===== config.mk =====
export PLATFORM = sky130hd
export DESIGN_NAME = usb_rx
export DESIGN_NICKNAME = d
export VERILOG_FILES = /design/src/usb_rx_pkg.sv /design/src/usb_rx.sv /design/src/usb_rx_byte.sv /design/src/usb_rx_crc.sv /design/src/usb_rx_ctrl.sv /design/src/usb_rx_line.sv
export SDC_FILE = /design/constraint.sdc
export NUM_CORES = 1
export LEC_CHECK = 0
export BUFFER_PORTS_ARGS = -buffer_cell sky130_fd_sc_hd__buf_2
export CORE_MARGIN = 2
export CORE_UTILIZATION = 40
export DETAILED_ROUTE_END_ITERATION = 16
export GPL_ROUTABILITY_DRIVEN = 1
export PLACE_DENSITY_LB_ADDON = 0.3
export SYNTH_ARGS = -nofsm -noshare
export SYNTH_HDL_FRONTEND = slang
export SYNTH_SLANG_ARGS = --single-unit

===== constraint.sdc =====
create_clock -name tb_clk -period 4.7 [get_ports tb_clk]
set_input_delay 0.235 -clock tb_clk [delete_from_list [all_inputs] [get_ports tb_clk]]
set_output_delay 0.235 -clock tb_clk [all_outputs]
set_load 0.005 [all_outputs]

===== src/usb_rx_pkg.sv =====
// bit order and PID nibble order follow the reference bench (PID first, bytes MSB first)
package usb_rx_pkg;

  // ******************************
  // widths
  // ******************************
  localparam int BYTE_W  = 8;
  localparam int PKT_W   = 3;
  localparam int PID_W   = 4;
  localparam int ADDR_W  = 7;
  localparam int ENDP_W  = 4;
  localparam int CRC5_W  = 5;
  localparam int CRC16_W = 16;

  // one received byte
  typedef logic [BYTE_W-1:0] byte_t;

  // device address and endpoint fields of a token
  typedef logic [ADDR_W-1:0] addr_t;
  typedef logic [ENDP_W-1:0] endp_t;

  // ******************************
  // packet class on rx_packet
  // ******************************
  typedef enum logic [PKT_W-1:0] {
    PKT_IDLE  = 3'd0,
    PKT_DATA  = 3'd1,
    PKT_OUT   = 3'd2,
    PKT_IN    = 3'd3,
    PKT_ACK   = 3'd4,
    PKT_NAK   = 3'd5,
    PKT_BAD   = 3'd6,
    PKT_STALL = 3'd7
  } pkt_code_t;

  // PID codes in the upper nibble, complement in the lower one
  // SOF, SETUP and PRE are not decoded
  typedef enum logic [PID_W-1:0] {
    PID_OUT   = 4'b0001,
    PID_IN    = 4'b1001,
    PID_DATA0 = 4'b0011,
    PID_DATA1 = 4'b1011,
    PID_ACK   = 4'b0010,
    PID_NAK   = 4'b1010,
    PID_STALL = 4'b1110
  } pid_t;

  // ******************************
  // line framing
  // ******************************
  // KJKJKJKK decoded as bits, last eight of the sync field
  localparam byte_t SYNC_BYTE = 8'h01;

  // ones in a row before a stuffed zero
  localparam logic [2:0] STUFF_RUN = 3'd6;

  // ******************************
  // CRC constants
  // ******************************
  // x^5 + x^2 + 1, seeded with ones, sent inverted
  localparam logic [CRC5_W-1:0]  CRC5_POLY      = 5'b00101;
  localparam logic [CRC5_W-1:0]  CRC5_RESIDUAL  = 5'b01100;
  // x^16 + x^15 + x^2 + 1
  localparam logic [CRC16_W-1:0] CRC16_POLY     = 16'h8005;
  localparam logic [CRC16_W-1:0] CRC16_RESIDUAL = 16'h800D;

endpackage

===== src/usb_rx.sv =====
// full-speed receive path only; rx_packet and store_data are one-clock strobes
`timescale 1ns/1ps

module usb_rx #(
  parameter int                CLKS_PER_BIT = 8,
  parameter usb_rx_pkg::addr_t DEV_ADDR     = '0,
  parameter usb_rx_pkg::endp_t DEV_ENDP     = '0
) (
  input  logic                  tb_clk,
  input  logic                  rst_n,
  input  logic                  d_plus,
  input  logic                  d_minus,
  output usb_rx_pkg::pkt_code_t rx_packet,
  output logic                  store_data,
  output usb_rx_pkg::byte_t     rx_data
);

  // ******************************
  // line to byte
  // ******************************
  logic              bit_valid;
  logic              bit_val;
  logic              eop;

  // byte to control and CRC
  logic              byte_valid;
  usb_rx_pkg::byte_t rx_byte;
  logic              pkt_start;
  logic              bit_valid_out;
  logic              bit_out;
  logic              aligned;
  logic              stuff_err;

  // CRC results and restart
  logic              crc_clear;
  logic              crc5_ok;
  logic              crc16_ok;

  usb_rx_line #(
    .CLKS_PER_BIT(CLKS_PER_BIT)
  ) line_u0 (
    .tb_clk   (tb_clk),
    .rst_n    (rst_n),
    .d_plus   (d_plus),
    .d_minus  (d_minus),
    .bit_valid(bit_valid),
    .bit_val  (bit_val),
    .eop      (eop)
  );

  usb_rx_byte byte_u0 (
    .tb_clk       (tb_clk),
    .rst_n        (rst_n),
    .bit_valid    (bit_valid),
    .bit_val      (bit_val),
    .eop          (eop),
    .byte_valid   (byte_valid),
    .rx_byte      (rx_byte),
    .pkt_start    (pkt_start),
    .bit_valid_out(bit_valid_out),
    .bit_out      (bit_out),
    .aligned      (aligned),
    .stuff_err    (stuff_err)
  );

  // token check
  usb_rx_crc #(
    .WIDTH   (usb_rx_pkg::CRC5_W),
    .POLY    (usb_rx_pkg::CRC5_POLY),
    .RESIDUAL(usb_rx_pkg::CRC5_RESIDUAL)
  ) crc5_u0 (
    .tb_clk   (tb_clk),
    .rst_n    (rst_n),
    .clear    (crc_clear),
    .bit_valid(bit_valid_out),
    .bit_in   (bit_out),
    .crc_ok   (crc5_ok)
  );

  // data check
  usb_rx_crc #(
    .WIDTH   (usb_rx_pkg::CRC16_W),
    .POLY    (usb_rx_pkg::CRC16_POLY),
    .RESIDUAL(usb_rx_pkg::CRC16_RESIDUAL)
  ) crc16_u0 (
    .tb_clk   (tb_clk),
    .rst_n    (rst_n),
    .clear    (crc_clear),
    .bit_valid(bit_valid_out),
    .bit_in   (bit_out),
    .crc_ok   (crc16_ok)
  );

  usb_rx_ctrl #(
    .DEV_ADDR(DEV_ADDR),
    .DEV_ENDP(DEV_ENDP)
  ) ctrl_u0 (
    .tb_clk    (tb_clk),
    .rst_n     (rst_n),
    .pkt_start (pkt_start),
    .byte_valid(byte_valid),
    .rx_byte   (rx_byte),
    .eop       (eop),
    .aligned   (aligned),
    .stuff_err (stuff_err),
    .crc5_ok   (crc5_ok),
    .crc16_ok  (crc16_ok),
    .crc_clear (crc_clear),
    .rx_packet (rx_packet),
    .store_data(store_data),
    .rx_data   (rx_data)
  );

endmodule


===== src/usb_rx_byte.sv =====
// SYNC is only found after an idle bit; a one after six ones ends the packet
`timescale 1ns/1ps

module usb_rx_byte (
  input  logic              tb_clk,
  input  logic              rst_n,
  input  logic              bit_valid,
  input  logic              bit_val,
  input  logic              eop,
  output logic              byte_valid,
  output usb_rx_pkg::byte_t rx_byte,
  output logic              pkt_start,
  output logic              bit_valid_out,
  output logic              bit_out,
  output logic              aligned,
  output logic              stuff_err
);

  // inside a packet, past SYNC
  logic              in_pkt;
  // idle bit plus sync pattern
  logic [8:0]        hunt_sr;
  logic [8:0]        hunt_next;
  logic [2:0]        ones_cnt;
  logic [2:0]        bit_cnt;
  usb_rx_pkg::byte_t shift_sr;
  // next bit should be a stuffed zero
  logic              stuff_slot;
  logic              take_bit;

  assign hunt_next  = {hunt_sr[7:0], bit_val};
  assign stuff_slot = (ones_cnt == usb_rx_pkg::STUFF_RUN);
  assign take_bit   = bit_valid && in_pkt && !stuff_slot;
  assign aligned    = (bit_cnt == 3'd0);

  // ******************************
  // hunt, unstuff, count
  // ******************************
  always_ff @(posedge tb_clk or negedge rst_n) begin
    if (!rst_n) begin
      in_pkt        <= 1'b0;
      hunt_sr       <= '1;
      ones_cnt      <= 3'd0;
      bit_cnt       <= 3'd0;
      pkt_start     <= 1'b0;
      byte_valid    <= 1'b0;
      bit_valid_out <= 1'b0;
      stuff_err     <= 1'b0;
    end else begin
      pkt_start     <= 1'b0;
      byte_valid    <= 1'b0;
      bit_valid_out <= 1'b0;
      stuff_err     <= 1'b0;
      if (eop) begin
        // back to hunt, window looks like idle
        in_pkt   <= 1'b0;
        hunt_sr  <= '1;
        ones_cnt <= 3'd0;
        bit_cnt  <= 3'd0;
      end else if (bit_valid) begin
        if (!in_pkt) begin
          hunt_sr <= hunt_next;
          if (hunt_next == {1'b1, usb_rx_pkg::SYNC_BYTE}) begin
            pkt_start <= 1'b1;
            in_pkt    <= 1'b1;
            bit_cnt   <= 3'd0;
            // sync ends in a one, it counts toward stuffing
            ones_cnt  <= {2'b00, bit_val};
          end
        end else if (stuff_slot) begin
          // stuffed zero dropped here
          ones_cnt <= 3'd0;
          if (bit_val) begin
            stuff_err <= 1'b1;
            in_pkt    <= 1'b0;
            hunt_sr   <= '0;
            bit_cnt   <= 3'd0;
          end
        end else begin
          bit_valid_out <= 1'b1;
          ones_cnt      <= bit_val ? ones_cnt + 3'd1 : 3'd0;
          // wraps at byte boundary
          bit_cnt       <= bit_cnt + 3'd1;
          byte_valid    <= (bit_cnt == 3'd7);
        end
      end
    end
  end

  // byte assembly, first bit lands in the MSB
  always_ff @(posedge tb_clk) begin
    if (take_bit) begin
      bit_out  <= bit_val;
      shift_sr <= {shift_sr[6:0], bit_val};
      if (bit_cnt == 3'd7) begin
        rx_byte <= {shift_sr[6:0], bit_val};
      end
    end
  end

endmodule


===== src/usb_rx_crc.sv =====
// serial CRC, MSB first, preset to ones; crc_ok only holds meaning at packet end
`timescale 1ns/1ps

module usb_rx_crc #(
  parameter int               WIDTH    = 5,
  parameter logic [WIDTH-1:0] POLY     = '0,
  parameter logic [WIDTH-1:0] RESIDUAL = '0
) (
  input  logic tb_clk,
  input  logic rst_n,
  input  logic clear,
  input  logic bit_valid,
  input  logic bit_in,
  output logic crc_ok
);

  logic [WIDTH-1:0] crc_q;
  // top bit out xor new bit
  logic             feedback;

  assign feedback = bit_in ^ crc_q[WIDTH-1];

  // ******************************
  // shift register
  // ******************************
  always_ff @(posedge tb_clk or negedge rst_n) begin
    if (!rst_n) begin
      crc_q <= '1;
    end else if (clear) begin
      // clear wins over a bit in the same cycle
      crc_q <= '1;
    end else if (bit_valid) begin
      crc_q <= {crc_q[WIDTH-2:0], 1'b0} ^ (feedback ? POLY : '0);
    end
  end

  // a good packet including its inverted CRC leaves the fixed residual
  assign crc_ok = (crc_q == RESIDUAL);

endmodule


===== src/usb_rx_ctrl.sv =====
// classifies at EOP; no response is sent and payload bytes leave without back-pressure
`timescale 1ns/1ps

module usb_rx_ctrl #(
  parameter usb_rx_pkg::addr_t DEV_ADDR = '0,
  parameter usb_rx_pkg::endp_t DEV_ENDP = '0
) (
  input  logic                  tb_clk,
  input  logic                  rst_n,
  input  logic                  pkt_start,
  input  logic                  byte_valid,
  input  usb_rx_pkg::byte_t     rx_byte,
  input  logic                  eop,
  input  logic                  aligned,
  input  logic                  stuff_err,
  input  logic                  crc5_ok,
  input  logic                  crc16_ok,
  output logic                  crc_clear,
  output usb_rx_pkg::pkt_code_t rx_packet,
  output logic                  store_data,
  output usb_rx_pkg::byte_t     rx_data
);

  typedef enum logic [2:0] {
    S_IDLE,
    S_PID,
    S_TOKEN,
    S_DATA,
    S_HSHAKE,
    S_DRAIN
  } state_t;

  state_t                state;
  // bytes after the PID, saturates at 3
  logic [1:0]            byte_cnt;
  // code to report at EOP for tokens and handshakes
  usb_rx_pkg::pkt_code_t pend_code;
  usb_rx_pkg::pkt_code_t eop_code;
  // two-deep hold, hold1 is the older byte
  usb_rx_pkg::byte_t     hold0;
  usb_rx_pkg::byte_t     hold1;
  usb_rx_pkg::pid_t      pid_rx;
  logic                  pid_ok;
  usb_rx_pkg::addr_t     tok_addr;
  usb_rx_pkg::endp_t     tok_endp;
  logic                  tok_match;
  logic                  in_pkt;
  logic                  release_byte;

  // PID nibble first, complement second
  assign pid_rx = usb_rx_pkg::pid_t'(rx_byte[7:4]);
  assign pid_ok = (rx_byte[7:4] == ~rx_byte[3:0]);

  // token bytes sit in the hold at EOP
  assign tok_addr  = hold1[7:1];
  assign tok_endp  = {hold1[0], hold0[7:5]};
  assign tok_match = (tok_addr == DEV_ADDR) && (tok_endp == DEV_ENDP);

  assign in_pkt = (state == S_PID) || (state == S_TOKEN) ||
                  (state == S_DATA) || (state == S_HSHAKE);
  // third byte on pushes the oldest out, the last two stay behind as CRC
  assign release_byte = (state == S_DATA) && byte_valid && byte_cnt[1];

  // ******************************
  // classification at EOP
  // ******************************
  always_comb begin
    eop_code = usb_rx_pkg::PKT_IDLE;
    if (!aligned) begin
      eop_code = usb_rx_pkg::PKT_BAD;
    end else begin
      case (state)
        S_TOKEN: begin
          if ((byte_cnt != 2'd2) || !crc5_ok) begin
            eop_code = usb_rx_pkg::PKT_BAD;
          end else if (tok_match) begin
            eop_code = pend_code;
          end
        end
        S_HSHAKE: begin
          eop_code = (byte_cnt == 2'd0) ? pend_code : usb_rx_pkg::PKT_BAD;
        end
        S_DATA: begin
          // DATA already reported, only a failure adds a code
          if (!byte_cnt[1] || !crc16_ok) begin
            eop_code = usb_rx_pkg::PKT_BAD;
          end
        end
        default: begin
          eop_code = usb_rx_pkg::PKT_IDLE;
        end
      endcase
    end
  end

  // ******************************
  // packet FSM
  // ******************************
  always_ff @(posedge tb_clk or negedge rst_n) begin
    if (!rst_n) begin
      state      <= S_IDLE;
      byte_cnt   <= 2'd0;
      pend_code  <= usb_rx_pkg::PKT_IDLE;
      rx_packet  <= usb_rx_pkg::PKT_IDLE;
      store_data <= 1'b0;
      crc_clear  <= 1'b0;
    end else begin
      rx_packet  <= usb_rx_pkg::PKT_IDLE;
      store_data <= release_byte;
      crc_clear  <= pkt_start;
      if (in_pkt && eop) begin
        rx_packet <= eop_code;
        state     <= S_IDLE;
      end else if (in_pkt && stuff_err) begin
        // wait out the rest of the packet
        rx_packet <= usb_rx_pkg::PKT_BAD;
        state     <= S_DRAIN;
      end else begin
        case (state)
          S_IDLE: begin
            if (pkt_start) begin
              state    <= S_PID;
              byte_cnt <= 2'd0;
            end
          end
          S_PID: begin
            if (byte_valid) begin
              // restart both CRCs so the PID is left out
              crc_clear <= 1'b1;
              if (!pid_ok) begin
                rx_packet <= usb_rx_pkg::PKT_BAD;
                state     <= S_DRAIN;
              end else begin
                case (pid_rx)
                  usb_rx_pkg::PID_OUT: begin
                    pend_code <= usb_rx_pkg::PKT_OUT;
                    state     <= S_TOKEN;
                  end
                  usb_rx_pkg::PID_IN: begin
                    pend_code <= usb_rx_pkg::PKT_IN;
                    state     <= S_TOKEN;
                  end
                  usb_rx_pkg::PID_DATA0, usb_rx_pkg::PID_DATA1: begin
                    rx_packet <= usb_rx_pkg::PKT_DATA;
                    state     <= S_DATA;
                  end
                  usb_rx_pkg::PID_ACK: begin
                    pend_code <= usb_rx_pkg::PKT_ACK;
                    state     <= S_HSHAKE;
                  end
                  usb_rx_pkg::PID_NAK: begin
                    pend_code <= usb_rx_pkg::PKT_NAK;
                    state     <= S_HSHAKE;
                  end
                  usb_rx_pkg::PID_STALL: begin
                    pend_code <= usb_rx_pkg::PKT_STALL;
                    state     <= S_HSHAKE;
                  end
                  // unknown PID, silently ignored
                  default: begin
                    state <= S_DRAIN;
                  end
                endcase
              end
            end
          end
          S_TOKEN, S_DATA, S_HSHAKE: begin
            if (byte_valid && (byte_cnt != 2'd3)) begin
              byte_cnt <= byte_cnt + 2'd1;
            end
          end
          S_DRAIN: begin
            if (eop) begin
              state <= S_IDLE;
            end
          end
          default: begin
            state <= S_IDLE;
          end
        endcase
      end
    end
  end

  // payload delay line
  always_ff @(posedge tb_clk) begin
    if (byte_valid) begin
      hold1 <= hold0;
      hold0 <= rx_byte;
    end
    if (release_byte) begin
      rx_data <= hold1;
    end
  end

endmodule


===== src/usb_rx_line.sv =====
// needs CLKS_PER_BIT >= 4; any SE0 of one bit or more followed by J counts as EOP
`timescale 1ns/1ps

module usb_rx_line #(
  parameter int CLKS_PER_BIT = 8
) (
  input  logic tb_clk,
  input  logic rst_n,
  input  logic d_plus,
  input  logic d_minus,
  output logic bit_valid,
  output logic bit_val,
  output logic eop
);

  localparam int CNT_W = $clog2(CLKS_PER_BIT);
  localparam logic [CNT_W-1:0] CNT_LAST = CNT_W'(CLKS_PER_BIT - 1);
  localparam logic [CNT_W-1:0] CNT_MID = CNT_W'(CLKS_PER_BIT / 2);

  // two-flop synchronizers, index 1 is the safe copy
  logic [1:0]       dp_sync;
  logic [1:0]       dm_sync;
  // previous synced levels, for edge detect
  logic             dp_q;
  logic             dm_q;
  logic [CNT_W-1:0] bit_cnt;
  // level of the last decoded bit
  logic             last_dp;
  // SE0 bit periods seen, saturating
  logic [1:0]       se0_cnt;
  logic             line_edge;
  logic             line_se0;
  logic             sample;

  assign line_edge = (dp_sync[1] != dp_q) || (dm_sync[1] != dm_q);
  assign line_se0  = !dp_sync[1] && !dm_sync[1];
  // mid-bit, counted from the last edge
  assign sample    = (bit_cnt == CNT_MID) && !line_edge;

  // ******************************
  // synchronizer, idle is J
  // ******************************
  always_ff @(posedge tb_clk or negedge rst_n) begin
    if (!rst_n) begin
      dp_sync <= 2'b11;
      dm_sync <= 2'b00;
      dp_q    <= 1'b1;
      dm_q    <= 1'b0;
    end else begin
      dp_sync <= {dp_sync[0], d_plus};
      dm_sync <= {dm_sync[0], d_minus};
      dp_q    <= dp_sync[1];
      dm_q    <= dm_sync[1];
    end
  end

  // bit timer, restarted on every line edge
  always_ff @(posedge tb_clk or negedge rst_n) begin
    if (!rst_n) begin
      bit_cnt <= '0;
    end else if (line_edge || (bit_cnt == CNT_LAST)) begin
      bit_cnt <= '0;
    end else begin
      bit_cnt <= bit_cnt + 1'b1;
    end
  end

  // ******************************
  // NRZI decode and EOP
  // ******************************
  always_ff @(posedge tb_clk or negedge rst_n) begin
    if (!rst_n) begin
      bit_valid <= 1'b0;
      eop       <= 1'b0;
      last_dp   <= 1'b1;
      se0_cnt   <= 2'd0;
    end else begin
      bit_valid <= 1'b0;
      eop       <= 1'b0;
      if (sample) begin
        if (line_se0) begin
          // no bit strobe during SE0
          if (se0_cnt != 2'd3) begin
            se0_cnt <= se0_cnt + 2'd1;
          end
        end else if ((se0_cnt != 2'd0) && dp_sync[1]) begin
          // J after SE0, line back to idle
          eop     <= 1'b1;
          se0_cnt <= 2'd0;
          last_dp <= 1'b1;
        end else begin
          se0_cnt   <= 2'd0;
          bit_valid <= 1'b1;
          last_dp   <= dp_sync[1];
        end
      end
    end
  end

  // no change of level decodes as one
  always_ff @(posedge tb_clk) begin
    if (sample && !line_se0) begin
      bit_val <= (dp_sync[1] == last_dp);
    end
  end

endmodule


== After elaboration in Yosys (flattened, before gate mapping) ==
Cells that the tools add are included.

* Flip-flop bits (word level): 108
* Output and inout port bits: 12
* Logic and storage cells: 215

* Bitwise operators: 8
* Equal/unequal tests: 36
* Reduce and logical (&&, ||, !) cells: 51
* $add $sub $neg: 5
* Multiplexer cells: 83

{| class="wikitable"
|+ Operators by type and width
! cell !! number
|-
| 3-bit 2-to-1 mux || 30
|-
| 16-bit 2-to-1 mux || 3
|-
| 8-bit 2-to-1 mux || 5
|-
| 1-bit 2-to-1 mux || 34
|-
| 3-bit == test (second input constant) || 6
|-
| 3-bit case mux with 3 select lines || 2
|-
| 16-bit == test (second input constant) || 1
|-
| 4-bit == test (second input constant) || 4
|-
| 16-bit XOR || 1
|-
| 3-bit case mux with 5 select lines || 1
|-
| 1-bit logical AND || 12
|-
| 3-bit case mux with 4 select lines || 1
|-
| 5-bit 2-to-1 mux || 2
|-
| 2-bit != test (second input constant) || 5
|-
| 3-bit by 1-bit adder with 3-bit output (second input constant) || 3
|-
| 9-bit == test (second input constant) || 1
|-
| 4-bit by 2-bit == test with 1-bit output (second input constant) || 2
|-
| 1-bit zero test || 8
|-
| 2-bit 2-to-1 mux || 4
|-
| 4-bit by 2-bit != test with 1-bit output (second input constant) || 2
|-
| 4-bit != test (second input constant) || 2
|-
| 2-bit AND reduction || 4
|-
| 2-bit nonzero test || 4
|-
| 7-bit zero test || 1
|-
| other kinds (28) || 45
|}

== Depth between registers and ports, before layout ==
Gate-level depths: netlist of run 1.

* Depth in word-level cells: 8
* Depth in mapped cells: 6
* Mapped depth without buffers: 6

== Hierarchy ==
Synthesis of run 1 repeated with hierarchy kept, for this count alone.

* Cells, all modules: 378
* Area, all modules: 4782.1 um2

{| class="wikitable"
|+ Modules (own cells, without submodules)
! module !! cells an instance !! sequential area each (um2) !! times used !! area an instance (um2)
|-
| usb_rx_ctrl || 143 || 1046.0 || 1 || 1695.4
|-
| usb_rx_byte || 101 || 935.9 || 1 || 1416.4
|-
| usb_rx_crc at crc16_u0 || 63 || 420.4 || 1 || 757.0
|-
| usb_rx_line || 51 || 385.4 || 1 || 655.6
|-
| usb_rx_crc at crc5_u0 || 20 || 131.4 || 1 || 257.7
|}

== Worst setup path before layout of run 1 ==
No wires, ideal clock.

* Path kind: flip-flop to flip-flop
* Start point: register byte_u0.ones_cnt[0]
* End point: register byte_u0.rx_byte[0], enable pin
* Setup slack: 2905 ps
* Stages on the path, launching flop included: 7
* Path buffers: 0
* Data arrival time: 1464 ps
* Path through: dfrtp_1 > inv_1 > ha_1 > nand2_1 > nand2_1 > nor2_1 > and2_1

* Word-level cells in the longest chain between the ends: 4

{| class="wikitable"
|+ RTL lines
! what !! RTL line !! RTL
|-
| start, declared || usb_rx_byte.sv:24 || <nowiki>logic [2:0] ones_cnt;</nowiki>
|-
| start signal, assigned || usb_rx_byte.sv:68 || <nowiki>ones_cnt <= {2'b00, bit_val};</nowiki>
|-
| start signal, assigned || usb_rx_byte.sv:81 || <nowiki>ones_cnt <= bit_val ? ones_cnt + 3'd1 : 3'd0;</nowiki>
|-
| 3-bit == test || usb_rx_byte.sv:32 || <nowiki>assign stuff_slot = (ones_cnt == usb_rx_pkg::STUFF_RUN);</nowiki>
|-
| 1-bit zero test || usb_rx_byte.sv:33 || <nowiki>assign take_bit = bit_valid && in_pkt && !stuff_slot;</nowiki>
|-
| 1-bit logical AND || usb_rx_byte.sv:33 ||
|-
| net byte_u0.take_bit || usb_rx_byte.sv:29 || <nowiki>logic take_bit;</nowiki>
|-
| 2-bit AND reduction (no line) || n/a ||
|-
| end signal, assigned || usb_rx_byte.sv:96 || <nowiki>rx_byte <= {shift_sr[6:0], bit_val};</nowiki>
|-
| end, declared || usb_rx_byte.sv:11 || <nowiki>output usb_rx_pkg::byte_t rx_byte,</nowiki>
|}

The timed path passes the listed nets, and every way through them passes these cells.
A chain may end at the register's enable or synchronous reset.

== Final worst setup path of run 1 ==
* Start point: register byte_u0.byte_valid
* End point: register ctrl_u0.state[2]

* Word-level cells in the longest chain between the ends: 2

{| class="wikitable"
|+ RTL lines
! what !! RTL line !! RTL
|-
| start, declared || usb_rx_byte.sv:10 || <nowiki>output logic byte_valid,</nowiki>
|-
| start signal, assigned || usb_rx_byte.sv:84 || <nowiki>byte_valid <= (bit_cnt == 3'd7);</nowiki>
|-
| 4-bit != test (no line) || n/a ||
|-
| 4-bit AND reduction (no line) || n/a ||
|-
| end signal, assigned || usb_rx_ctrl.sv:101 || <nowiki>state <= S_IDLE;</nowiki>
|-
| end signal, assigned || usb_rx_ctrl.sv:113 || <nowiki>state <= S_IDLE;</nowiki>
|-
| end signal, assigned || usb_rx_ctrl.sv:117 || <nowiki>state <= S_DRAIN;</nowiki>
|-
| end, declared || usb_rx_ctrl.sv:33 || <nowiki>state_t state;</nowiki>
|}

Every way passes these cells.

==> impl_results.md, run 1 <==
* Status: completed
* # port buffers at 15
* Diode count at 0
* Slowest cell on crit path: dfrtp_1
* Detailed Place HPWL at 4910 um
* Fraction of layout cells with a size suffix above 1 at 20.8%
* Final min period at 2.01 ns
* GRT overflow at 0
* Overall routed net length at 7370 um
* Relative slew slack at 19.7%
* Vias at 2787
* Hold crit path type: primary input to async pin
* Nets at 396
* Post-synthesis cell count at 365
* Max_cap viols at 0
* GR Util All Layers at 12.9%
* Num CTS Buffers at 9
* First-pass DRT Iterations at 4
* Synth cell types at 49
* Vias in the first global route at 2734
* Synth area leader: edfxtp_1
* Most common cell after layout, fill and taps aside: edfxtp_1
* CP top delay family: compound AO/OA/AOI/OAI gates
* RSZ-0062 raised after global routing: no
* Worst Setup End Kind: flip-flop
* CP max FO at 21
* Slowest stage delay, CP at 0.67 ns
* Final period util at 42.7%
* Buf+Inv Stages, Crit Path at 1
* Setup TNS at 0 ns
* Sequential element share of the synthesized area at 63.0%
* Area growth from synthesis to layout at 10.9%
* Yosys reg bits at 107
* Peak supply drop at 0.000176 V
* Critical path type: flip-flop to flip-flop
* CTS clk-pin slew, worst paths at 0.07 ns
* Mapped Area at 4630 um^2
* Initial core utilization at 40.7%
* Die Y at 112 um
* Worst-Margin Slew at 1.20 ns
* Final Hold Fails at 0
* Floorplan core area at 11400 um^2
* Via density at 5.29
* Type of origin of the critical path: flip-flop
* NetSw at 365 uW
* Ports at 16
* ANT nets after route at 0
* Synth async-reset ratio at 62.6%
* CTS H-tree depth at 3
* Synth top area cells: edfxtp_1, dfstp_2, dfrtp_1
* Yosys top cell area share at 25.9%
* Synth Net Count at 382
* Static Leak at 2.23 nW
* Fmax at 498 MHz
* Clock Latency Late Sink at 0.35 ns
* Internal cell power at 1.35 mW
* Worst Path Arrival at 2.24 ns
* Fin. max-slew vios at 0
* Commonest non-fill, non-tap cells in the layout: edfxtp_1, dfrtp_1, dfstp_2
* Final setup skew at 0.00745 ns
* # rows at 39
* GP Congestion at 0.834
* Largest net degree at the start of global routing at 68
* Crit path required time at 4.93 ns
* Post-CTS Setup Bufs at 0
* Synth warn at 0
* Number of buffers on the longest clock path at 2
* # DRC at 0
* Sw Share at 21.3%
* Syn_area_per_cell at 12.7 um^2
* Initial DRC Count at 155
* Finished Core Util at 45.2%
* Worst path cell trace: inv_1 -> a21oi_1 -> a2bb2oi_1 -> o32ai_1 -> mux2_2
* Clock tree root buffer cell: clkbuf_16
* Initial antenna violation count at 0
* Clk pwr share at 41.6%
* Final setup fails at 0
* Clock Sinks at 107
* Die area at 12500 um^2
* CTS tree: yes
* Die W at 112 um
* Pwr Density at 333 nW/um^2
* EDFF count, synth at 40
* Comb power frac at 1.4%
* Routed len/inst at 14.0 um
* First-pass GRT wire length at 13000 um
* Top_reg_cell synth: edfxtp_1
* Sequential share of power at 57.1%
repair_timing:
action,in CTS,in global routing
hold endpoints to repair,2,0
gates resized for setup,0,0
hold buffers,2,0
synthesized netlist by cell type, types with 7 or more instances:
cell type	number
nor2b_1	20
a22o_1	7
clkbuf_1	10
xor2_1	9
nand2_1	13
inv_1	17
nor3_1	7
and3_1	9
ha_1	13
dfstp_2	33
a21oi_1	14
dfrtp_1	34
nor2_1	24
mux2_2	7
edfxtp_1	40
a211o_1	25
sequential cells by signal (all words and copies together) (netlist names), 2 cells and up:
register,cells
ctrl_u0.byte_cnt,2
ctrl_u0.rx_data,8
byte_u0.ones_cnt,3
crc5_u0.crc_q,5
byte_u0.rx_byte,8
ctrl_u0.hold0,8
byte_u0.shift_sr,7
byte_u0.hunt_sr,8
line_u0.bit_cnt,3
line_u0.dp_sync,2
ctrl_u0.state,3
line_u0.dm_sync,2
byte_u0.bit_cnt,3
ctrl_u0.pend_code,3
ctrl_u0.hold1,8
crc16_u0.crc_q,16
ctrl_u0.rx_packet,3
line_u0.se0_cnt,2
cells by family (layout without fill, tap and decap cells):
family	count (synthesis)	count (layout)	share of synthesized area, %
simple gates	114	114	13.9
flops	107	107	63.0
compound gates	77	77	12.2
buf+inv	32	51	2.73
fa+ha+maj	13	13	3.51
xor+xnor	13	13	2.46
mux	9	9	2.13
path summary, 6_finish.rpt:
check | from | to | slack, ns | cells past startpoint
hold / removal | rst_n | line_u0.bit_cnt[0]$_DFF_PN0_ | 0.07 | 2
hold reg to reg | line_u0.dm_sync[0]$_DFF_PN0_ | line_u0.dm_sync[1]$_DFF_PN0_ | 0.35 | 0
min in group tb_clk | line_u0.dm_sync[0]$_DFF_PN0_ | line_u0.dm_sync[1]$_DFF_PN0_ | 0.35 | 0
max in group asynchronous | rst_n | ctrl_u0.crc_clear$_DFF_PN0_ | 4.08 | 2
setup reg to reg | byte_u0.byte_valid$_DFF_PN0_ | ctrl_u0.state[2]$_DFFE_PN0P_ | 2.69 | 5
setup / recovery | byte_u0.byte_valid$_DFF_PN0_ | ctrl_u0.state[2]$_DFFE_PN0P_ | 2.69 | 5
layout make-up:
type,count,area (um^2)
Clock buffer,9,225
Clock inverter,7,58.8
Fill cell,1033,6240
Inverter,17,63.8
Multi-Input combinational cell,226,1590
Sequential cell,107,2920
Tap cell,143,179
Timing Repair Buffer,18,103
per-layer routing:
layer  wire length (um)  global-route usage (%)  vias up
met5                  0                       0        -
met4                113                    6.09        0
met3                251                    2.99        7
met2               3450                    19.3       50
met1               3550                    17.9     1371
li1                   -                       -     1359
per-stage QoR:
step	area [um^2]	std cells	hold slack (ns)	worst slack (ns)	power, mW
floorplan	4630	365	-0.0606	2.90	1.00
global route	5130	527	0.149	2.51	1.78
detailed placement	4830	509	0.338	2.66	1.02
CTS	5130	527	0.103	2.66	1.74
global placement	4830	509	0.331	2.75	1.02
finish	5130	527	0.0657	2.69	1.71
power groups by stage:
stage               registers, mW  logic, mW  clock network, mW
finish                      0.976     0.0234              0.711
global route                0.976     0.0286              0.774
CTS                         0.976     0.0248              0.735
detailed placement          0.994     0.0236                  0
global placement            0.994     0.0230                  0
floorplan                   0.992    0.00974                  0
Note: power is estimated with default switching activity, not from simulation.
==> run 2, diff against run 1 <==
==> constraint.sdc (replaced) <==
create_clock -name tb_clk -period 2.07 [get_ports tb_clk]
set_input_delay 0.1035 -clock tb_clk [delete_from_list [all_inputs] [get_ports tb_clk]]
set_output_delay 0.1035 -clock tb_clk [all_outputs]
set_load 0.005 [all_outputs]
==> run 2 against run 1 <==
Compared with the run above: total power increased by 130%; cell area grew 2.1%; combinational power rose by 150%; sequential cell count stayed put; sequential power rose by 130%; setup slack got worse by 2.4 ns; count of clock-buffer cells in the layout unchanged; utilization up 0.94 points; die area is the same.
==> impl_results.md, run 2 (synthesis results as in run 1) <==
* Diode count at 0 (unchanged)
* Num CTS Buffers at 9 (unchanged)
* R2R depth at 4 (-1)
* Vias in the first global route at 2767 (+1.2%)
* RR Endpoint: ctrl_u0.state[2]$_DFFE_PN0P_
* Clock Sinks at 107 (unchanged)
* Nets at 405 (+2.3%)
* GRT overflow at 0 (unchanged)
* Type of origin of the critical path: flip-flop
* Worst path cell trace: a21oi_1 -> a2bb2oi_1 -> o32ai_1 -> mux2_2
* # rows at 39 (unchanged)
* Number of buffers on the longest clock path at 2 (unchanged)
* Dpl cell area at 4900 um^2 (+1.5%)
* Die Y at 112 um (unchanged)
* Final Hold Fails at 0 (unchanged)
* Commonest non-fill, non-tap cells in the layout: edfxtp_1, dfrtp_1, dfstp_2
* Reg area at 2920 um^2 (unchanged)
* Filler cells at 1034 (+0.097%)
* Critical path type: flip-flop to flip-flop
* GR Util All Layers at 12.9% (-0.028 points)
* Setup TNS at 0 ns (unchanged)
* Via density at 5.24 (-0.90%)
* Floorplan core area at 11400 um^2 (unchanged)
* Post_cts resized at 0 (unchanged)
* Ports at 16 (unchanged)
* Slowest cell on crit path: dfrtp_1
* Finished Cell Area at 5240 um^2 (+2.1%)
* Status: completed
* Final min period at 1.76 ns (-0.251 ns)
* R2r setup slk at 0.31 ns (-2.38 ns)
* Initial DRC Count at 140 (-9.7%)
* CP max FO at 12 (-43%)
* Fraction of layout cells with a size suffix above 1 at 22.4% (+1.6 points)
* Clock tree root buffer cell: clkbuf_16
* Final Power at 4.01 mW (+130%)
* Routed len/inst at 13.8 um (-1.5%)
* Pwr Density at 766 nW/um^2 (+130%)
* RSZ-0062 raised after global routing: no
* Footprint of the multi-input gates at 1590 um^2 (unchanged)
* Finished Core Util at 46.1% (+0.94 points)
* Hold crit path type: primary input to async pin
* Worst-Margin Slew at 0.673 ns (-0.532 ns)
* CTS H-tree depth at 3 (unchanged)
* Final setup skew at 0.00507 ns (-0.00238 ns)
* CTS tree: yes
* Clock Latency Late Sink at 0.34 ns (about the same)
* Area growth from synthesis to layout at 13.2%
* Worst Setup End Kind: flip-flop
* Detailed Place HPWL at 4960 um (+1.1%)
* Initial core utilization at 40.7% (unchanged)
* CTS clk-pin slew, worst paths at 0.07 ns (about the same)
* Vias at 2809 (+0.79%)
* Crit path required time at 2.30 ns (-2.63 ns)
* Overall routed net length at 7380 um (+0.15%)
* Relative slew slack at 55.1% (+35 points)
* Max_cap viols at 0 (unchanged)
* GP Congestion at 0.796 (-4.6%)
* Max reg flops at 16 (unchanged)
* Fin. max-slew vios at 0 (unchanged)
* ANT nets after route at 0 (unchanged)
* Final period util at 84.9% (+42 points)
* Worst Path Arrival at 1.98 ns (-0.26 ns)
* Fmax at 569 MHz (+14%)
* # DRC at 0 (unchanged)
* Worst r2r src: ctrl_u0.state[0]$_DFFE_PN0P_
* Die area at 12500 um^2 (unchanged)
* Most common cell after layout, fill and taps aside: edfxtp_1
* Biggest register: crc16_u0.crc_q
* Initial antenna violation count at 0 (unchanged)
* Post-CTS Setup Bufs at 0 (unchanged)
* First-pass DRT Iterations at 4 (unchanged)
* Largest net degree at the start of global routing at 68 (unchanged)
* Peak supply drop at 0.000373 V (+110%)
* Die W at 112 um (unchanged)
* First-pass GRT wire length at 13200 um (+1.6%)
* # port buffers at 15 (unchanged)
* Static Leak at 2.30 nW (+3.2%)
* Final setup fails at 0 (unchanged)
* Slowest stage delay, CP at 0.58 ns (-0.09 ns)
-- run 2: critical path, delay by kind of cell, from the launching register on --
kind	cells	cell delay (ns)
AO/OA/AOI/OAI	3	0.67
flip-flops	1	0.58
multiplexers	1	0.39
-- run 2: stage by stage --
| stage | setup slack, ns | hold WS, ns | instances |
|---|---|---|---|
| 3_5_place_dp | 0.299 | 0.148 | 517 |
| 6_report | 0.312 | 0.294 | 536 |
| 2_1_floorplan | 0.275 | -0.192 | 365 |
| 3_3_place_gp | 0.298 | 0.149 | 517 |
| 5_1_grt | 0.156 | 0.341 | 536 |
| 4_1_cts | 0.277 | 0.309 | 536 |
-- run 2: report_power, final --
group	switching, mW	internal [mW]
clock	0.782	0.958
sequential	0.0102	2.20
combinational	0.0366	0.0211
total	0.829	3.18
-- run 2: routing by layer --
layer	global-route usage (%)	share of wire, %	vias up
met5	0	0	-
met4	4.77	1.7	0
met3	3.32	2.7	12
met2	20.2	48	40
met1	17.4	48	1378
li1	-	-	1379
-- run 2: final cells by class --
cell class	count	share of cell area [%]
tap	143	3.41
inverter	17	1.22
clock inverter	7	1.58
multi-input combinational	226	30.3
timing repair buffer	27	3.53
sequential	107	55.7
clock buffer	9	4.30
-- run 2: worst max-delay path by stage --
stage	from	end	cells after the start
after global routing	ctrl_u0.state[0]$_DFFE_PN0P_	ctrl_u0.state[0]$_DFFE_PN0P_	4
after floorplan	byte_u0.ones_cnt[0]$_DFFE_PN0P_	byte_u0.rx_byte[0]$_DFFE_PP_	6
after global placement	ctrl_u0.state[0]$_DFFE_PN0P_	ctrl_u0.state[0]$_DFFE_PN0P_	4
final	ctrl_u0.state[0]$_DFFE_PN0P_	ctrl_u0.state[2]$_DFFE_PN0P_	4
after detailed placement	ctrl_u0.state[2]$_DFFE_PN0P_	ctrl_u0.rx_packet[1]$_DFF_PN0_	6
after CTS	ctrl_u0.state[2]$_DFFE_PN0P_	ctrl_u0.rx_packet[1]$_DFF_PN0_	6
-- run 2: timing repair --
action,in CTS,in global routing
endpoints found under the setup margin,0,0
hold buffers,3,0
hold endpoints to repair,36,0
==> run 3, diff against run 2 <==
==> constraint.sdc (replaced) <==
create_clock -name tb_clk -period 1.51 [get_ports tb_clk]
set_input_delay 0.0755 -clock tb_clk [delete_from_list [all_inputs] [get_ports tb_clk]]
set_output_delay 0.0755 -clock tb_clk [all_outputs]
set_load 0.005 [all_outputs]
==> run 3 against run 2 <==
Compared with the run above: the run now ends with negative setup slack left; global-route usage up 1.7 points; fmax increased by 2.8%; utilization rose by 6.9 points; count of clock-buffer cells in the layout stayed put; first-iteration DRC count increased by 21%; sequential cell count unchanged; clock power increased by 43%; cell area increased by 15%; via count rose by 9.3%; final cell count up 11%; clock skew is 0.0015 ns lower; sequential share of layout area is 7.2 points lower; largest cell class unchanged.
==> impl_results.md, run 3 (synthesis results as in run 1) <==
* Ports at 16 (unchanged)
* Fin. max-slew vios at 0 (unchanged)
* Final setup skew at 0.00357 ns (-0.00150 ns)
* Largest net degree at the start of global routing at 52 (-24%)
* Final Power at 5.61 mW (+40%)
* Dpl ws at -0.236 ns (-0.535 ns)
* Peak supply drop at 0.000677 V (+81%)
* Initial DRC Count at 170 (+21%)
* Die Y at 112 um (unchanged)
* Routed len/inst at 14.7 um (+7.1%)
* Critical path type: flip-flop to flip-flop
* Static Leak at 2.66 nW (+16%)
* # port buffers at 15 (unchanged)
* Crit path required time at 1.74 ns (-0.56 ns)
* Worst r2r src: crc16_u0.crc_q[3]$_DFFE_PN1P_
* Final min period at 1.71 ns (-0.0473 ns)
* Hold crit path type: primary input to async pin
* Final Hold Fails at 0 (unchanged)
* Pwr Density at 932 nW/um^2 (+22%)
* Type of origin of the critical path: flip-flop
* Status: finished with violations
* GR Util All Layers at 14.5% (+1.7 points)
* WHS at 0.212 ns (-0.0812 ns)
* First-pass GRT wire length at 14700 um (+12%)
* Max reg flops at 16 (unchanged)
* RSZ-0062 raised after global routing: yes
* Via density at 5.18 (-1.2%)
* Fraction of layout cells with a size suffix above 1 at 41.8% (+19 points)
* CTS clk-pin slew, worst paths at 0.07 ns (about the same)
* Die area at 12500 um^2 (unchanged)
* Setup ws final at -0.201 ns (-0.513 ns)
* Commonest non-fill, non-tap cells in the layout: buf_4, edfxtp_1, dfstp_2
* Number of buffers on the longest clock path at 2 (unchanged)
* Final setup fails at 22 (+22)
* Fmax at 585 MHz (+2.8%)
* First-pass DRT Iterations at 4 (unchanged)
* # rows at 39 (unchanged)
* CTS H-tree depth at 3 (unchanged)
* GRT overflow at 0 (unchanged)
* Clock Latency Late Sink at 0.34 ns (about the same)
* Worst Path Arrival at 1.94 ns (-0.04 ns)
* CP max FO at 2 (-10)
* Initial antenna violation count at 0 (unchanged)
* Filler cells at 934 (-9.7%)
* Footprint of the multi-input gates at 1860 um^2 (+18%)
* Failing checks: negative setup slack
* ANT nets after route at 0 (unchanged)
* Floorplan core area at 11400 um^2 (unchanged)
* Diode count at 0 (unchanged)
* Area growth from synthesis to layout at 30.1%
* Worst Setup End Kind: flip-flop
* Critical Path Start: crc16_u0.crc_q[3]$_DFFE_PN1P_
* Initial core utilization at 40.7% (unchanged)
* Reg area at 2920 um^2 (+0.17%)
* Clock tree root buffer cell: clkbuf_16
* Most common cell after layout, fill and taps aside: buf_4
* Die W at 112 um (unchanged)
* GP Congestion at 0.814 (+2.2%)
* Relative slew slack at 55.4% (+0.22 points)
* Nets at 462 (+14%)
* Vias at 3070 (+9.3%)
* Vias in the first global route at 3173 (+15%)
* Worst-Margin Slew at 0.670 ns (-0.00333 ns)
* Biggest register: crc16_u0.crc_q
* Overall routed net length at 8740 um (+18%)
* Final period util at 113% (+28 points)
* Max_cap viols at 0 (unchanged)
* # DRC at 0 (unchanged)
* Num CTS Buffers at 9 (unchanged)
* Detailed Place HPWL at 5570 um (+12%)
* Setup TNS at -1.58 ns (-1.58 ns)
* Clock Sinks at 107 (unchanged)
* CTS tree: yes
==> run 3: changes by cell type in the layout (fill, tap and decap cells not counted), sizes merged <==
cell and delta:
inv -2, bufinv +1, clkbuf +1, clkinv +2, clkinvlp -1, buf +56
==> run 3: path summary, 6_finish.rpt <==
| path | to | slack (ns) | cells after the start |
|---|---|---|---|
| hold reg to reg | line_u0.dm_sync[1]$_DFF_PN0_ | 0.35 | 0 |
| setup reg to reg | ctrl_u0.rx_packet[1]$_DFF_PN0_ | -0.20 | 5 |
| hold / removal | byte_u0.ones_cnt[0]$_DFFE_PN0P_ | 0.21 | 2 |
| max in group asynchronous | crc16_u0.crc_q[8]$_DFFE_PN1P_ | 0.62 | 3 |
| setup / recovery | ctrl_u0.rx_packet[1]$_DFF_PN0_ | -0.20 | 5 |
| min in group tb_clk | line_u0.dm_sync[1]$_DFF_PN0_ | 0.35 | 0 |
==> run 3: where the power goes <==
group          switching [mW]  internal [mW]  leakage, nW  total (mW)
logic                  0.0624         0.0401         1.35       0.102
registers              0.0129           3.02         1.16        3.04
clock network            1.03           1.45        0.153        2.48
==> run 3: timing repair <==
action                     in CTS  in global routing
resized for setup              19                 40
hold endpoints to repair       18                  0
setup buffers                   8                 11
setup endpoints to repair      24                 54
gates cloned                    0                  1
pin swaps                      12                 16
hold buffers                    3                  0
==> run 3: worst max-delay path, cell delays in order (launching register included) <==
cell and delay, ns:
dfstp_2 0.53, or4b_4 0.45, nor3_2 0.12, a31oi_1 0.11
and4bb_2 0.32, a21boi_1 0.07
==> run 3: layout make-up <==
cell class	instances	share of cell area (%)
Tap cell	143	2.97
Sequential cell	107	48.5
Timing Repair Buffer	84	11.3
Clock inverter	7	1.52
Clock buffer	9	3.74
Inverter	17	1.06
Multi-Input combinational cell	226	30.9
==> run 3: layer usage <==
metal / routed length (um) / part of all wire, % / track usage [%]
met1: 3910 / 45 / 19.0
met2: 4310 / 49 / 23.4
met3: 315 / 3.6 / 3.54
met4: 201 / 2.3 / 6.09
met5: 0 / 0 / 0
==> run 3: through the flow <==
step	utilization (%)	cells	cell area, um^2
global route	53.0	593	6030
CTS	50.4	582	5730
detailed placement	46.2	555	5250
floorplan	-	365	4670
finish	53.0	593	6030
global placement	46.2	555	5250
